$ cat src/flow_arb_defines.svh
// Requester count must be at least 2 and the data width at least 1; edit the values here only
`ifndef ARB_DEFINES_SVH
`define ARB_DEFINES_SVH

// ------------------------------------------------------------
// Arbiter sizing
// ------------------------------------------------------------

// Number of requesters feeding the arbiter
// Lower index starts with the higher priority after reset
`define ARB_NUM_REQ 4

// Width of the payload word carried by each requester
`define ARB_DATA_W 16

// ------------------------------------------------------------
// Notes
// ------------------------------------------------------------

// The package derives every shared type from these two values
// Module parameters default to them, so change them here only

`endif

$ cat src/flow_arb_pkg.sv
// Types follow the macros in flow_arb_defines.svh; the index type needs ARB_NUM_REQ >= 2
`include "flow_arb_defines.svh"

package flow_arb_pkg;

  // ------------------------------------------------------------
  // Requester side
  // ------------------------------------------------------------

  // Binary index of one requester
  typedef logic [$clog2(`ARB_NUM_REQ)-1:0] req_idx_t;

  // One bit per requester, used for valids, readies and grants
  typedef logic [`ARB_NUM_REQ-1:0] req_vec_t;

  // Payload word offered by each requester
  typedef logic [`ARB_DATA_W-1:0] data_t;

  // ------------------------------------------------------------
  // Output side
  // ------------------------------------------------------------

  // Winning word tagged with the index it came from
  // src sits in the low bits of the packed struct
  typedef struct packed {
    data_t    data;
    req_idx_t src;
  } item_t;

endpackage : flow_arb_pkg

$ cat src/arb_lru.sv
// Purely combinational grant with LRU state; NUM_REQ must equal ARB_NUM_REQ since ports use req_vec_t
`timescale 1ns/1ps
`include "flow_arb_defines.svh"

module arb_lru
  import flow_arb_pkg::*;
#(
  // At least 2
  parameter int NUM_REQ = `ARB_NUM_REQ
) (
  input  logic     clk,
  input  logic     arst_n,
  input  logic     enable,
  input  req_vec_t request,
  output req_vec_t grant
);

  // ------------------------------------------------------------
  // Priority matrix
  // ------------------------------------------------------------

  // beats_q[i][j] set means requester i wins over requester j
  // Off-diagonal pairs always hold opposite values
  // Diagonal bits stay zero and are never read
  logic [NUM_REQ-1:0][NUM_REQ-1:0] beats_q;
  logic [NUM_REQ-1:0][NUM_REQ-1:0] beats_d;

  // Reset order with index 0 highest and NUM_REQ-1 lowest
  function automatic logic [NUM_REQ-1:0][NUM_REQ-1:0] init_order();
    logic [NUM_REQ-1:0][NUM_REQ-1:0] m;
    for (int i = 0; i < NUM_REQ; i++) begin
      for (int j = 0; j < NUM_REQ; j++) begin
        m[i][j] = (i < j);
      end
    end
    return m;
  endfunction

  // ------------------------------------------------------------
  // Grant
  // ------------------------------------------------------------

  // A requester wins when it beats every other active requester
  // The matrix is a total order, so at most one bit survives
  // Enable low forces the grant to zero
  always_comb begin
    for (int i = 0; i < NUM_REQ; i++) begin
      grant[i] = enable & request[i];
      for (int j = 0; j < NUM_REQ; j++) begin
        if (j != i) begin
          // Inactive rivals never block
          grant[i] &= ~request[j] | beats_q[i][j];
        end
      end
    end
  end

  // ------------------------------------------------------------
  // Priority update
  // ------------------------------------------------------------

  // Winner row clears and winner column sets
  // Winner drops to the bottom, the rest keep their relative order
  always_comb begin
    beats_d = beats_q;
    for (int i = 0; i < NUM_REQ; i++) begin
      for (int j = 0; j < NUM_REQ; j++) begin
        if (i != j) begin
          if (grant[i]) begin
            beats_d[i][j] = 1'b0;
          end else if (grant[j]) begin
            beats_d[i][j] = 1'b1;
          end
        end
      end
    end
  end

  // State only moves on an enabled grant
  // Without a grant beats_d equals beats_q
  always_ff @(posedge clk or negedge arst_n) begin
    if (!arst_n) begin
      beats_q <= init_order();
    end else begin
      beats_q <= beats_d;
    end
  end

endmodule : arb_lru

$ cat src/flow_arb_lru.sv
// Zero-cycle valid/ready arbiter; pop_valid ignores pop_ready and NUM_REQ must equal ARB_NUM_REQ
`timescale 1ns/1ps
`include "flow_arb_defines.svh"

module flow_arb_lru
  import flow_arb_pkg::*;
#(
  // At least 2
  parameter int NUM_REQ = `ARB_NUM_REQ
) (
  input  logic     clk,
  input  logic     arst_n,
  input  req_vec_t push_valid,
  output req_vec_t push_ready,
  input  logic     pop_ready,
  output logic     pop_valid,
  output req_vec_t grant
);

  // ------------------------------------------------------------
  // Arbiter core
  // ------------------------------------------------------------

  // Pop ready enables the core so priority only moves on a transfer
  arb_lru #(
    .NUM_REQ(NUM_REQ)
  ) u_core (
    .clk    (clk),
    .arst_n (arst_n),
    .enable (pop_ready),
    .request(push_valid),
    .grant  (grant)
  );

  // ------------------------------------------------------------
  // Handshake outputs
  // ------------------------------------------------------------

  // Requester i is ready when the output accepts and nobody else holds the grant
  // Own valid never enters its own ready
  // Ready AND valid then equals the grant
  always_comb begin
    for (int i = 0; i < NUM_REQ; i++) begin
      push_ready[i] = pop_ready;
      for (int j = 0; j < NUM_REQ; j++) begin
        if (j != i) begin
          push_ready[i] &= ~grant[j];
        end
      end
    end
  end

  // Some requester is always offered when any valid is up
  assign pop_valid = |push_valid;

endmodule : flow_arb_lru

$ cat src/flow_mux_lru.sv
// Zero-cycle path from push to pop; the item is all zeros when nothing is granted
`timescale 1ns/1ps
`include "flow_arb_defines.svh"

module flow_mux_lru
  import flow_arb_pkg::*;
(
  input  logic     clk,
  input  logic     arst_n,
  input  req_vec_t push_valid,
  output req_vec_t push_ready,
  input  data_t    push_data [`ARB_NUM_REQ],
  input  logic     pop_ready,
  output logic     pop_valid,
  output item_t    pop_item
);

  // ------------------------------------------------------------
  // Arbitration
  // ------------------------------------------------------------

  // One-hot grant from the LRU arbiter
  req_vec_t grant;

  // Selected word and its source index
  data_t    sel_data;
  req_idx_t sel_src;

  flow_arb_lru #(
    .NUM_REQ(`ARB_NUM_REQ)
  ) u_arb (
    .clk       (clk),
    .arst_n    (arst_n),
    .push_valid(push_valid),
    .push_ready(push_ready),
    .pop_ready (pop_ready),
    .pop_valid (pop_valid),
    .grant     (grant)
  );

  // ------------------------------------------------------------
  // Data steering
  // ------------------------------------------------------------

  // AND-OR mux on the one-hot grant
  // Only the granted word survives the masking
  always_comb begin
    sel_data = '0;
    for (int i = 0; i < `ARB_NUM_REQ; i++) begin
      sel_data |= push_data[i] & {`ARB_DATA_W{grant[i]}};
    end
  end

  // One-hot to binary encoder for the tag
  // ORing the indices is exact because at most one grant bit is set
  always_comb begin
    sel_src = '0;
    for (int i = 0; i < `ARB_NUM_REQ; i++) begin
      if (grant[i]) begin
        sel_src |= req_idx_t'(i);
      end
    end
  end

  // Tagged item toward the output stage
  always_comb begin
    pop_item.data = sel_data;
    pop_item.src  = sel_src;
  end

endmodule : flow_mux_lru

$ cat src/flow_reg_slice.sv
// Two-entry skid buffer; one cycle of latency and push_ready comes from a flop only
`timescale 1ns/1ps

module flow_reg_slice
  import flow_arb_pkg::*;
(
  input  logic  clk,
  input  logic  arst_n,
  input  logic  push_valid,
  output logic  push_ready,
  input  item_t push_item,
  input  logic  pop_ready,
  output logic  pop_valid,
  output item_t pop_item
);

  // ------------------------------------------------------------
  // Storage
  // ------------------------------------------------------------

  // Main entry drives the output
  logic  main_valid_q;
  item_t main_q;

  // Skid entry catches one item while the output stalls
  logic  skid_valid_q;
  item_t skid_q;

  // Transfer and load strobes
  logic push_xfer;
  logic pop_xfer;
  logic main_load_push;
  logic main_load_skid;
  logic skid_load;

  // ------------------------------------------------------------
  // Control
  // ------------------------------------------------------------

  // Ready only while the skid entry is free
  assign push_ready = ~skid_valid_q;
  assign push_xfer  = push_valid & push_ready;
  assign pop_xfer   = main_valid_q & pop_ready;

  // A full skid implies a full main, so it refills main on a pop
  assign main_load_skid = skid_valid_q & pop_ready;
  // New item goes straight to main when main is free or draining
  assign main_load_push = push_xfer & (~main_valid_q | pop_ready);
  // Otherwise it parks in the skid entry
  assign skid_load      = push_xfer & main_valid_q & ~pop_ready;

  always_ff @(posedge clk or negedge arst_n) begin
    if (!arst_n) begin
      main_valid_q <= 1'b0;
      skid_valid_q <= 1'b0;
    end else begin
      if (main_load_push || main_load_skid) begin
        main_valid_q <= 1'b1;
      end else if (pop_xfer) begin
        main_valid_q <= 1'b0;
      end
      if (skid_load) begin
        skid_valid_q <= 1'b1;
      end else if (main_load_skid) begin
        skid_valid_q <= 1'b0;
      end
    end
  end

  // ------------------------------------------------------------
  // Payload
  // ------------------------------------------------------------

  // Skid content has priority since it is older
  always_ff @(posedge clk) begin
    if (main_load_skid) begin
      main_q <= skid_q;
    end else if (main_load_push) begin
      main_q <= push_item;
    end
    if (skid_load) begin
      skid_q <= push_item;
    end
  end

  assign pop_valid = main_valid_q;
  assign pop_item  = main_q;

endmodule : flow_reg_slice

$ cat src/arb_top.sv
// Arbitrated output arrives one cycle after the push transfer; push_ready drops while the slice is full
`timescale 1ns/1ps
`include "flow_arb_defines.svh"

module arb_top
  import flow_arb_pkg::*;
(
  input  logic     clk,
  input  logic     arst_n,
  input  req_vec_t push_valid,
  output req_vec_t push_ready,
  input  data_t    push_data [`ARB_NUM_REQ],
  input  logic     pop_ready,
  output logic     pop_valid,
  output item_t    pop_item
);

  // ------------------------------------------------------------
  // Mux to slice link
  // ------------------------------------------------------------

  logic  mux_valid;
  logic  mux_ready;
  item_t mux_item;

  // Arbitration and data select, zero cycles
  flow_mux_lru u_mux (
    .clk       (clk),
    .arst_n    (arst_n),
    .push_valid(push_valid),
    .push_ready(push_ready),
    .push_data (push_data),
    .pop_ready (mux_ready),
    .pop_valid (mux_valid),
    .pop_item  (mux_item)
  );

  // Output register, cuts ready and valid timing paths
  flow_reg_slice u_slice (
    .clk       (clk),
    .arst_n    (arst_n),
    .push_valid(mux_valid),
    .push_ready(mux_ready),
    .push_item (mux_item),
    .pop_ready (pop_ready),
    .pop_valid (pop_valid),
    .pop_item  (pop_item)
  );

endmodule : arb_top

$ cat config.mk
export PLATFORM = sky130hd
export DESIGN_NAME = arb_top
export DESIGN_NICKNAME = d
export VERILOG_FILES = /design/src/flow_arb_pkg.sv /design/src/arb_lru.sv /design/src/flow_arb_lru.sv /design/src/flow_mux_lru.sv /design/src/flow_reg_slice.sv /design/src/arb_top.sv
export VERILOG_INCLUDE_DIRS = /design/src
export SDC_FILE = /design/constraint.sdc
export NUM_CORES = 1
export LEC_CHECK = 0
export BUFFER_PORTS_ARGS = -buffer_cell sky130_fd_sc_hd__clkbuf_2
export CAP_MARGIN = 20
export CORE_UTILIZATION = 48
export CTS_CLUSTER_DIAMETER = 30
export CTS_CLUSTER_SIZE = 24
export DETAILED_ROUTE_END_ITERATION = 7
export HOLD_SLACK_MARGIN = 0.08
export MAX_ROUTING_LAYER = met4
export PLACE_DENSITY = 0.79
export RECOVER_POWER = 50
export SYNTH_ARGS = -nofsm -noshare
export SYNTH_HDL_FRONTEND = slang
export SYNTH_SLANG_ARGS = --single-unit
$ cat constraint.sdc
create_clock -name clk -period 2.8 [get_ports clk]
set_input_delay 0 -clock clk [delete_from_list [all_inputs] [get_ports clk]]
set_output_delay 0 -clock clk [all_outputs]
set_load 0.005 [all_outputs]
Word-level counts from Yosys, hierarchy flattened
Cells that the tools add are included.
- bitwise operators: 62
- multiplexer cells: 25
- reduce and logical (&&, ||, !) cells: 11
- operators with widths (operator ; count):
    $and A16 B16 Y16 ; 4
    $or A16 B16 Y16 ; 3
    $mux W18 ; 2
    $and A1 B1 Y1 ; 31
    $mux W1 ; 21
    $reduce_bool A2 Y1 ; 9
    $or A1 B1 Y1 ; 13
    $not A1 Y1 ; 11
    $mux W2 ; 2
    $reduce_or A4 Y1 ; 1
    $logic_or A1 B1 Y1 ; 1
- register bits after elaboration: 50
- word-level logic and storage cells: 116
- bits of input ports: 71

Depth between registers and ports, before layout
Gate-level depths: netlist (run 1).
- word-level depth: 11
- gate-level depth with buffers: 6
- gate-level depth less buffers: 4

Modules after synthesis
A second synthesis (run 1) with hierarchy kept.
- cell total of the unflattened synthesis: 178
- area, all modules: 2502.4 sq um
- modules (own cells, without submodules) (module ; seq. area each (sq um) ; cells each ; area each (sq um) ; instances):
    flow_reg_slice ; 1131.1 ; 67 ; 1436.4 ; 1
    arb_lru ; 307.8 ; 48 ; 565.5 ; 1
    flow_mux_lru ; 0.0 ; 58 ; 457.9 ; 1
    flow_arb_lru ; 0.0 ; 5 ; 42.5 ; 1

Worst setup path before layout (run 1)
No wires, ideal clock.
- kind: register to register
- start: register u_slice.skid_valid_q
- end: register u_slice.main_q, in the netlist u_slice.pop_item[0] (enable)
- setup slack: 355 ps
- clock period less this slack: 2445 ps
- cell stages (with the launch flop): 3
- setup time: 423 ps
- arrival: 2022 ps
- cell sequence: dfrtp_1 -> buf_2 -> o31ai_1
- longest elaborated chain between the ends: 4
- elaborated cells on any way between the ends: 5
- those cells by class: bitwise: 4; reduce/logical: 1
- ends and longest elaborated chain (item ; line ; source):
    start: declaration ; flow_reg_slice.sv:26 ; logic skid_valid_q;
    start signal: assignment ; flow_reg_slice.sv:55 ; skid_valid_q <= 1'b0;
    start signal: assignment ; flow_reg_slice.sv:63 ; skid_valid_q <= 1'b1;
    start signal: assignment ; flow_reg_slice.sv:65 ; skid_valid_q <= 1'b0;
    $not A1 Y1 ; flow_reg_slice.sv:41 ; assign push_ready = ~skid_valid_q;
    $and A1 B1 Y1 ; flow_reg_slice.sv:42 ; assign push_xfer = push_valid & push_ready;
    $and A1 B1 Y1 ; flow_reg_slice.sv:48 ; assign main_load_push = push_xfer & (~main_valid_q | pop_ready);
    $reduce_bool A2 Y1 (no line) * ; n/a ;
    end signal: assignment ; flow_reg_slice.sv:77 ; main_q <= skid_q;
    end signal: assignment ; flow_reg_slice.sv:79 ; main_q <= push_item;
    end: declaration ; flow_reg_slice.sv:23 ; item_t main_q;
Every way passes the cells marked *; elsewhere a longest branch is shown, timed or not.
A chain may end at the register's enable or synchronous reset.

==> impl_metrics.ini, run 1 <==
[detailed_routing]
viasPerCell = 5.58
dr.pass1.iters = 7
drt_iter0_markers = 187
post_drt_wl_per_cell_microns = 18.5
ant_nets = 0
num_vias = 2378
wl_microns = 7870
drc = 0

[global_routing]
grt.overflow.total = 0
grt_pass1_vias = 2451
grtUsageTotal = 0.308
grt_pass1_wl_microns = 11300
grt_max_degree = 22
grt_antenna_before_repair = 0

[place]
place_hpwl_microns = 3770
dpl.cell_count = 345
io_buffers = 93
place.gp.congestion = 0.774
pre_cts_slack_ns = 0.774
postPlaceCellArea_sq_um = 2890

[logic_synthesis]
synthTopCellsByArea = edfxtp_1, a22oi_1, dfrtp_1, dfstp_2, nand2_1
synth_edf_count = 36
synth_top_area_share = 0.463
syn_inst = 202
synth.net_count = 273
ys.flop_type = edfxtp_1
netlist_area_sq_um = 2340
ys_seq_area_frac = 0.616
ys_types = 21
synth.top_cells.by_count = edfxtp_1, nand2_1, a22oi_1, nor2_1, nand3_1
yosysWarnings = 0
avgSynthCellArea_sq_um = 11.6
yosysMostFrequentCell = edfxtp_1
synth_area_leader_cell = edfxtp_1
synthArstFlopShare = 0.280
synth-seq-cells = 50

[die]
rows = 25
io_pins = 94
die_w_microns = 71.8
dieArea_sq_um = 5150
start_util = 0.498
die_y_microns = 71.8
core_area_sq_um = 4690

[setup_path]
critical-path-top-delay-family = buffers and inverters
required_ns = 2.99
slowest_stage = dlygate4sd3_1
max_stage_delay_ns = 0.60
end_kind = register
crit_arrival_ns = 2.90
worstPathMaxFanout = 13
cp_common_cell = dlygate4sd3_1
cp-start-kind = register
cp_cell_sequence = nand2b_1 > nor4_4 > buf_6 > a22oi_1 > dlygate4sd3_1 > nand2_1 > dlygate4sd3_1
worstSetupPathType = reg -> reg
cp.buffers_inverters = 3

[sta]
slew_viol_final = 0
setup_slack_ns = 0.0900
hold_viol_final = 0
setup_violations = 0
worstMarginPinSlew_ns = 1.00
fin_tns_setup_ns = 0
fin_crit_sh = 0.968
skew_ns = 0.0114
slew_headroom = 0.330
max_freq_mhz = 369
period_minus_slack_ns = 2.71

[power_and_ir_drop]
power.leakage_nw = 1.59
power_mw = 3.10
p_int_mw = 2.03
power.density_nw_per_um2 = 842
switching_share = 0.345
pwr-share-seq = 0.449
p_sw_mw = 1.07
clockPowerShare = 0.139
p_comb_frac = 0.413
irDropWorstVdd_mv = 0.633

[job]
maxCapViolCount = 0

[layout]
postLayoutCellArea_sq_um = 3680
final_cells = 426
area_growth_pct = 57.7
multi_input_area_sq_um = 838
post_route_cells_drive_above_1_share = 0.325
seqCellArea_sq_um = 1440
nFillCells = 297
final_nets = 442
diodes = 0

[cts]
clkTransAtPathRegs_ns = 0.10
cts.sinks = 50
cts-buffers-inserted = 5
clockRootBuffer = clkbuf_8
cts_tree = built
clock_path_buffers = 2
insertion_delay_ns = 0.31
htreeDepth = 2

[min_path]
hp-class = in -> reg

[run_status]
status = complete, no violations
==> metrics by stage <==
| step | util | hold slack, ns |
|---|---|---|
| after CTS | 0.777 | 0.134 |
| after global routing | 0.785 | 0.195 |
| after floorplan | - | -0.296 |
| after detailed placement | 0.615 | -0.0650 |
| final | 0.785 | 0.155 |
| after global placement | 0.615 | -0.0788 |
==> logic make-up (layout without fill, tap and decap cells) <==
family / count (synthesis) / in the layout / share of synthesized area
simple gates: 100 / 100 / 0.212
flops: 50 / 50 / 0.616
compound gates: 38 / 38 / 0.139
buf+inv: 14 / 184 / 0.0332
==> power by group through the flow <==
stage               Sequential, mW  Clock [mW]  Combinational, mW
floorplan                     1.37           0              0.617
global placement              1.38           0               1.00
detailed placement            1.39           0               1.02
CTS                           1.37       0.434               1.21
global route                  1.41       0.468               1.39
finish                        1.39       0.430               1.28
==> layout make-up <==
type	count	share of cell area
sequential	50	0.391
timing repair buffer	173	0.336
multi-input combinational	138	0.228
clock buffer	5	0.0187
tap	54	0.0183
clock inverter	3	0.00577
inverter	3	0.00306
==> worst register-to-register path, delay by kind of cell, from the launching register on <==
kind / cells / cell delay, ns
compound gates: 1 / 0.07
buf+inv: 3 / 1.32
flops: 1 / 0.51
simple gates: 3 / 0.69
==> worst paths after layout <==
check | from | endpoint | slack, ns | cells past startpoint
max in group asynchronous | arst_n | u_slice.skid_valid_q$_DFFE_PN0P_ | 1.94 | 2
worst max-delay path | u_slice.skid_valid_q$_DFFE_PN0P_ | u_slice.skid_q[13]$_DFFE_PP_ | 0.09 | 7
worst max register to register | u_slice.skid_valid_q$_DFFE_PN0P_ | u_slice.skid_q[13]$_DFFE_PP_ | 0.09 | 7
worst min register to register | u_mux.u_arb.u_core.beats_q[14]$_DFFE_PN0P_ | u_mux.u_arb.u_core.beats_q[14]$_DFFE_PN0P_ | 0.50 | 2
worst min-delay path | push_valid[2] | u_mux.u_arb.u_core.beats_q[11]$_DFFE_PN1P_ | 0.15 | 4
min in group asynchronous | arst_n | u_mux.u_arb.u_core.beats_q[14]$_DFFE_PN0P_ | 0.30 | 2
==> per-layer routing <==
metal | wire (microns) | global-route usage | up-vias | part of all wire
met4 | 286 | 0.157 | 0 | 0.036
li1 | - | - | 1080 | -
met5 | 0 | - | - | 0
met3 | 471 | 0.0774 | 34 | 0.060
met1 | 2990 | 0.308 | 1122 | 0.38
met2 | 4130 | 0.551 | 142 | 0.52
==> layout by cell type, fill, tap and decap left out, types with 6 or more instances in the layout <==
master          n
nor2b_1        11
nand3_1        16
edfxtp_1       36
dfrtp_1         7
clkbuf_2       84
nand2_1        33
nor2_1         24
dfstp_2         6
a22oi_1        32
buf_4          10
dlygate4sd3_1  67
clkbuf_1        9
==> flip-flops by register name, indices dropped and copies added, names as in the netlist <==
| register | flops |
|---|---|
| u_slice.pop_item | 18 |
| u_slice.skid_q | 18 |
| u_mux.u_arb.u_core.beats_q | 12 |
| u_slice.pop_valid | 1 |
| u_slice.skid_valid_q | 1 |
==> repair_timing <==
| item | in CTS | in global routing |
|---|---|---|
| setup buffers | 0 | 5 |
| endpoints found under the setup margin | 0 | 2 |
| resized for setup | 0 | 2 |
| hold buffers | 67 | 0 |
| hold endpoints to repair | 47 | 0 |
Power figures use the tool's default switching activity.
==> inputs of run 2 (changes only) <==
==> constraint.sdc (replaced) <==
create_clock -name clk -period 2.8 [get_ports clk]
set_input_delay 0.42 -clock clk [delete_from_list [all_inputs] [get_ports clk]]
set_output_delay 0.42 -clock clk [all_outputs]
set_load 0.005 [all_outputs]
==> impl_metrics.ini, run 2 (same netlist as run 1, synthesis figures left out) <==
[global_routing]
gr-usage-met1 = 0.290
use_met2 = 0.347
grt_pass1_wl_microns = 8430
grt_antenna_before_repair = 0
grtUsageTotal = 0.224
grt_max_degree = 21
grt_pass1_vias = 1751
grt_util_met3 = 0.0563
grt.overflow.total = 0
top_usage_layer = met2

[setup_path]
r2r-end = u_slice.pop_item[8]$_DFFE_PP_
end_kind = primary output
worstSetupPathType = reg -> out
cp_cell_sequence = nand2b_1 > a2111oi_4 > buf_4 > nor4_1 > clkbuf_2
max_stage_delay_ns = 0.55
crit_arrival_ns = 1.95
r2r_slack_ns = 0.50
slowest_stage = dfrtp_1
required_ns = 2.38
worstPathMaxFanout = 20
reg2regPathDepth = 5
cp-start-kind = register
reg2reg_from = u_slice.skid_valid_q$_DFFE_PN0P_

[layout]
area_growth_pct = 27.3
layout_common_cells = clkbuf_2, edfxtp_1, nand2_1
final_nets = 372
final_common_cell = clkbuf_2
nFillCells = 381
diodes = 0
post_route_cells_drive_above_1_share = 0.354

[sta]
slew_viol_final = 0
rsz0062_at_grt = false
worstMarginPinSlew_ns = 1.04
hold_viol_final = 0
fin_crit_sh = 0.846
skew_ns = 0.0103
fin_tns_setup_ns = 0
slew_headroom = 0.308
setup_violations = 0
setup_slack_ns = 0.430
period_minus_slack_ns = 2.37
max_freq_mhz = 422

[cts]
cts.sinks = 50
insertion_delay_ns = 0.30
clkTransAtPathRegs_ns = 0.09
cts_tree = built
clockRootBuffer = clkbuf_8
clock_path_buffers = 2
cts-buffers-inserted = 5
post_cts_resized = 0
htreeDepth = 2

[power_and_ir_drop]
irDropWorstVdd_mv = 0.594
power.leakage_nw = 1.35
power.density_nw_per_um2 = 962

[detailed_routing]
post_drt_wl_per_cell_microns = 14.9
drt_iter0_markers = 89
ant_nets = 0
wl_microns = 5320
viasPerCell = 5.40
drc = 0
dr.pass1.iters = 4
num_vias = 1921

[place]
pre_cts_slack_ns = 0.742
place.gp.congestion = 0.836
io_buffers = 93
place_hpwl_microns = 3840

[min_path]
hold_end = u_slice.skid_valid_q$_DFFE_PN0P_
holdCritStartpoint = pop_ready
hold_depth = 3
hp-class = in -> reg

[die]
die_w_microns = 71.8
io_pins = 94
rows = 25
core_area_sq_um = 4690
dieArea_sq_um = 5150
start_util = 0.498
die_y_microns = 71.8

[run_status]
status = complete, no violations

[job]
maxCapViolCount = 0
==> run 2: worst max path at each step <==
stage,cells past startpoint,to,startpoint
6_report,5,push_ready[1],u_slice.skid_valid_q$_DFFE_PN0P_
3_3_place_gp,6,push_ready[3],push_valid[3]
5_1_grt,5,push_ready[1],u_slice.skid_valid_q$_DFFE_PN0P_
2_1_floorplan,2,u_slice.skid_q[0]$_DFFE_PP_,pop_ready
4_1_cts,5,push_ready[1],u_slice.skid_valid_q$_DFFE_PN0P_
3_5_place_dp,6,push_ready[1],push_valid[3]
==> run 2: metal layers <==
metal  vias up  share of wire
li1        933              -
met3         8          0.055
met4         0          0.013
met5         -              0
met1       891           0.45
met2        89           0.49
==> run 2: critical path: cells and delay by family (launching register included) <==
kind            cells  cell delay (ns)
compound gates      1             0.31
buf+inv             2             0.44
simple gates        2             0.35
flops               1             0.55
==> run 2: repair_timing <==
item,in CTS,in global routing
buffers inserted,0,0
hold endpoints to repair,8,0
hold buffers,1,0
==> run 2: final cells by class <==
cell class	instances	area (sq um)	area share
Clock buffer	6	72.6	0.0244
Clock inverter	2	33.8	0.0114
Inverter	3	11.3	0.00379
Tap cell	54	67.6	0.0227
Sequential cell	50	1440	0.484
Multi-Input combinational cell	138	833	0.280
Timing Repair Buffer	103	517	0.174
==> run 2: per-stage QoR <==
step	utilization	hold WS, ns	instances	total power, mW	cell area (sq um)
3_3_place_gp	0.616	0.339	347	2.37	2890
5_1_grt	0.634	0.421	356	3.06	2970
6_report	0.634	0.415	356	2.86	2970
4_1_cts	0.641	0.412	356	2.91	3010
2_1_floorplan	-	0.124	202	1.99	2340
3_5_place_dp	0.616	0.349	347	2.41	2890
==> run 2: power by group <==
group	switching [mW]	internal [mW]	leakage, nW
combinational	0.578	0.401	0.781
clock	0.232	0.264	0.0528
sequential	0.136	1.25	0.512
==> inputs of run 3 (changes only) <==
==> constraint.sdc (replaced) <==
create_clock -name clk -period 2.45 [get_ports clk]
set_input_delay 0.3675 -clock clk [delete_from_list [all_inputs] [get_ports clk]]
set_output_delay 0.3675 -clock clk [all_outputs]
set_load 0.005 [all_outputs]
==> impl_metrics.ini, run 3 (same netlist as run 1, synthesis figures left out) <==
[detailed_routing]
viasPerCell = 5.29
num_vias = 1889
ant_nets = 0
drc = 0
wl_microns = 5480
drt_iter0_markers = 122
post_drt_wl_per_cell_microns = 15.3
dr.pass1.iters = 4

[die]
start_util = 0.498
dieArea_sq_um = 5150
io_pins = 94
core_area_sq_um = 4690
rows = 25
die_y_microns = 71.8
die_w_microns = 71.8

[cts]
cts-buffers-inserted = 5
post_cts_buffers = 0
htreeDepth = 2
clkTransAtPathRegs_ns = 0.09
cts_tree = built
clockRootBuffer = clkbuf_8
clock_path_buffers = 2
cts.sinks = 50
insertion_delay_ns = 0.30

[layout]
post_route_cells_drive_above_1_share = 0.350
final_nets = 373
diodes = 0
area_growth_pct = 27.0
final_util = 0.632
postLayoutCellArea_sq_um = 2970
final_common_cell = clkbuf_2
layout_common_cells = clkbuf_2, edfxtp_1, nand2_1

[global_routing]
grt.overflow.total = 0
grtUsageTotal = 0.230
grt_pass1_wl_microns = 8610
grt_max_degree = 28
grt_antenna_before_repair = 0
grt_pass1_vias = 1831

[setup_path]
worstSetupPathType = reg -> out
required_ns = 2.08
cp-start-kind = register
worstPathMaxFanout = 27
end_kind = primary output
crit_arrival_ns = 1.81

[power_and_ir_drop]
switching_share = 0.331
p_int_mw = 2.18
power_mw = 3.26
clockPowerShare = 0.176
power.density_nw_per_um2 = 1100
pwr-share-seq = 0.479
p_sw_mw = 1.08
irDropWorstVdd_mv = 0.594
power.leakage_nw = 1.34
p_comb_frac = 0.345

[sta]
fin_tns_setup_ns = 0
fin_crit_sh = 0.887
rsz0062_at_grt = false
slew_headroom = 0.262
hold_viol_final = 0
skew_ns = 0.00489
period_minus_slack_ns = 2.17
worstMarginPinSlew_ns = 1.11
slew_viol_final = 0
setup_violations = 0
max_freq_mhz = 460

[place]
postPlaceCellArea_sq_um = 2900
io_buffers = 93
place.gp.congestion = 0.779
place_hpwl_microns = 3890

[run_status]
status = complete, no violations

[job]
maxCapViolCount = 0

[min_path]
hp-class = in -> reg
run 3: changes by cell type in the layout (fill, tap and decap cells not counted), sizes merged:
cell | before | now
clkbuf | 102 | 103
clkinv | 1 | 0
clkinvlp | 0 | 1
run 3: path summary, 6_finish.rpt:
kind,cells past startpoint,from,endpoint,slack (ns)
max,5,u_slice.skid_valid_q$_DFFE_PN0P_,push_ready[0],0.28
min,3,push_data[26],u_slice.skid_q[12]$_DFFE_PP_,0.37
max in group asynchronous,2,arst_n,u_mux.u_arb.u_core.beats_q[9]$_DFFE_PN0P_,1.28
min in group asynchronous,2,arst_n,u_mux.u_arb.u_core.beats_q[12]$_DFFE_PN0P_,0.67
max reg2reg,3,u_slice.skid_valid_q$_DFFE_PN0P_,u_slice.skid_q[15]$_DFFE_PP_,0.32
min reg2reg,2,u_mux.u_arb.u_core.beats_q[7]$_DFFE_PN1P_,u_mux.u_arb.u_core.beats_q[7]$_DFFE_PN1P_,0.51
run 3: final cells by class:
cell class                 count  area [sq um]
inverter                       3          11.3
sequential                    50          1440
tap                           54          67.6
clock inverter                 2          37.5
multi-input combinational    138           820
clock buffer                   6          72.6
timing repair buffer         104           519
fill                         413          1730
run 3: critical path, cell delays in order (launching register included):
cell,delay (ns)
dfrtp_1,0.45
nand2b_1,0.20
a2111oi_4,0.27
buf_4,0.35
nor4_1,0.10
clkbuf_2,0.14
run 3: routing by layer:
layer,vias to the layer above,global-route usage,wire [microns],part of all wire
li1,937,-,-,-
met1,872,0.283,2350,0.43
met2,76,0.371,2770,0.51
met3,4,0.0563,305,0.056
met4,0,0.0784,46,0.0084
met5,-,-,0,0
run 3: timing repair:
item	4_1_cts	5_1_grt
gates resized for setup	0	0
hold buffers	1	0
endpoints found under the hold margin	8	0
run 3: per-stage QoR:
step	worst slack [ns]	hold WS, ns	instances
2_1_floorplan	0.00514	0.0719	202
3_5_place_dp	0.517	0.300	348
4_1_cts	0.227	0.365	357
3_3_place_gp	0.548	0.291	348
5_1_grt	0.154	0.373	357
6_report	0.276	0.372	357
run 3: power by group through the flow:
stage | Combinational, mW | Sequential, mW | Clock [mW]
2_1_floorplan | 0.705 | 1.57 | 0
3_5_place_dp | 1.20 | 1.58 | 0
3_3_place_gp | 1.16 | 1.57 | 0
6_report | 1.12 | 1.56 | 0.574
4_1_cts | 1.21 | 1.56 | 0.585
5_1_grt | 1.27 | 1.60 | 0.620
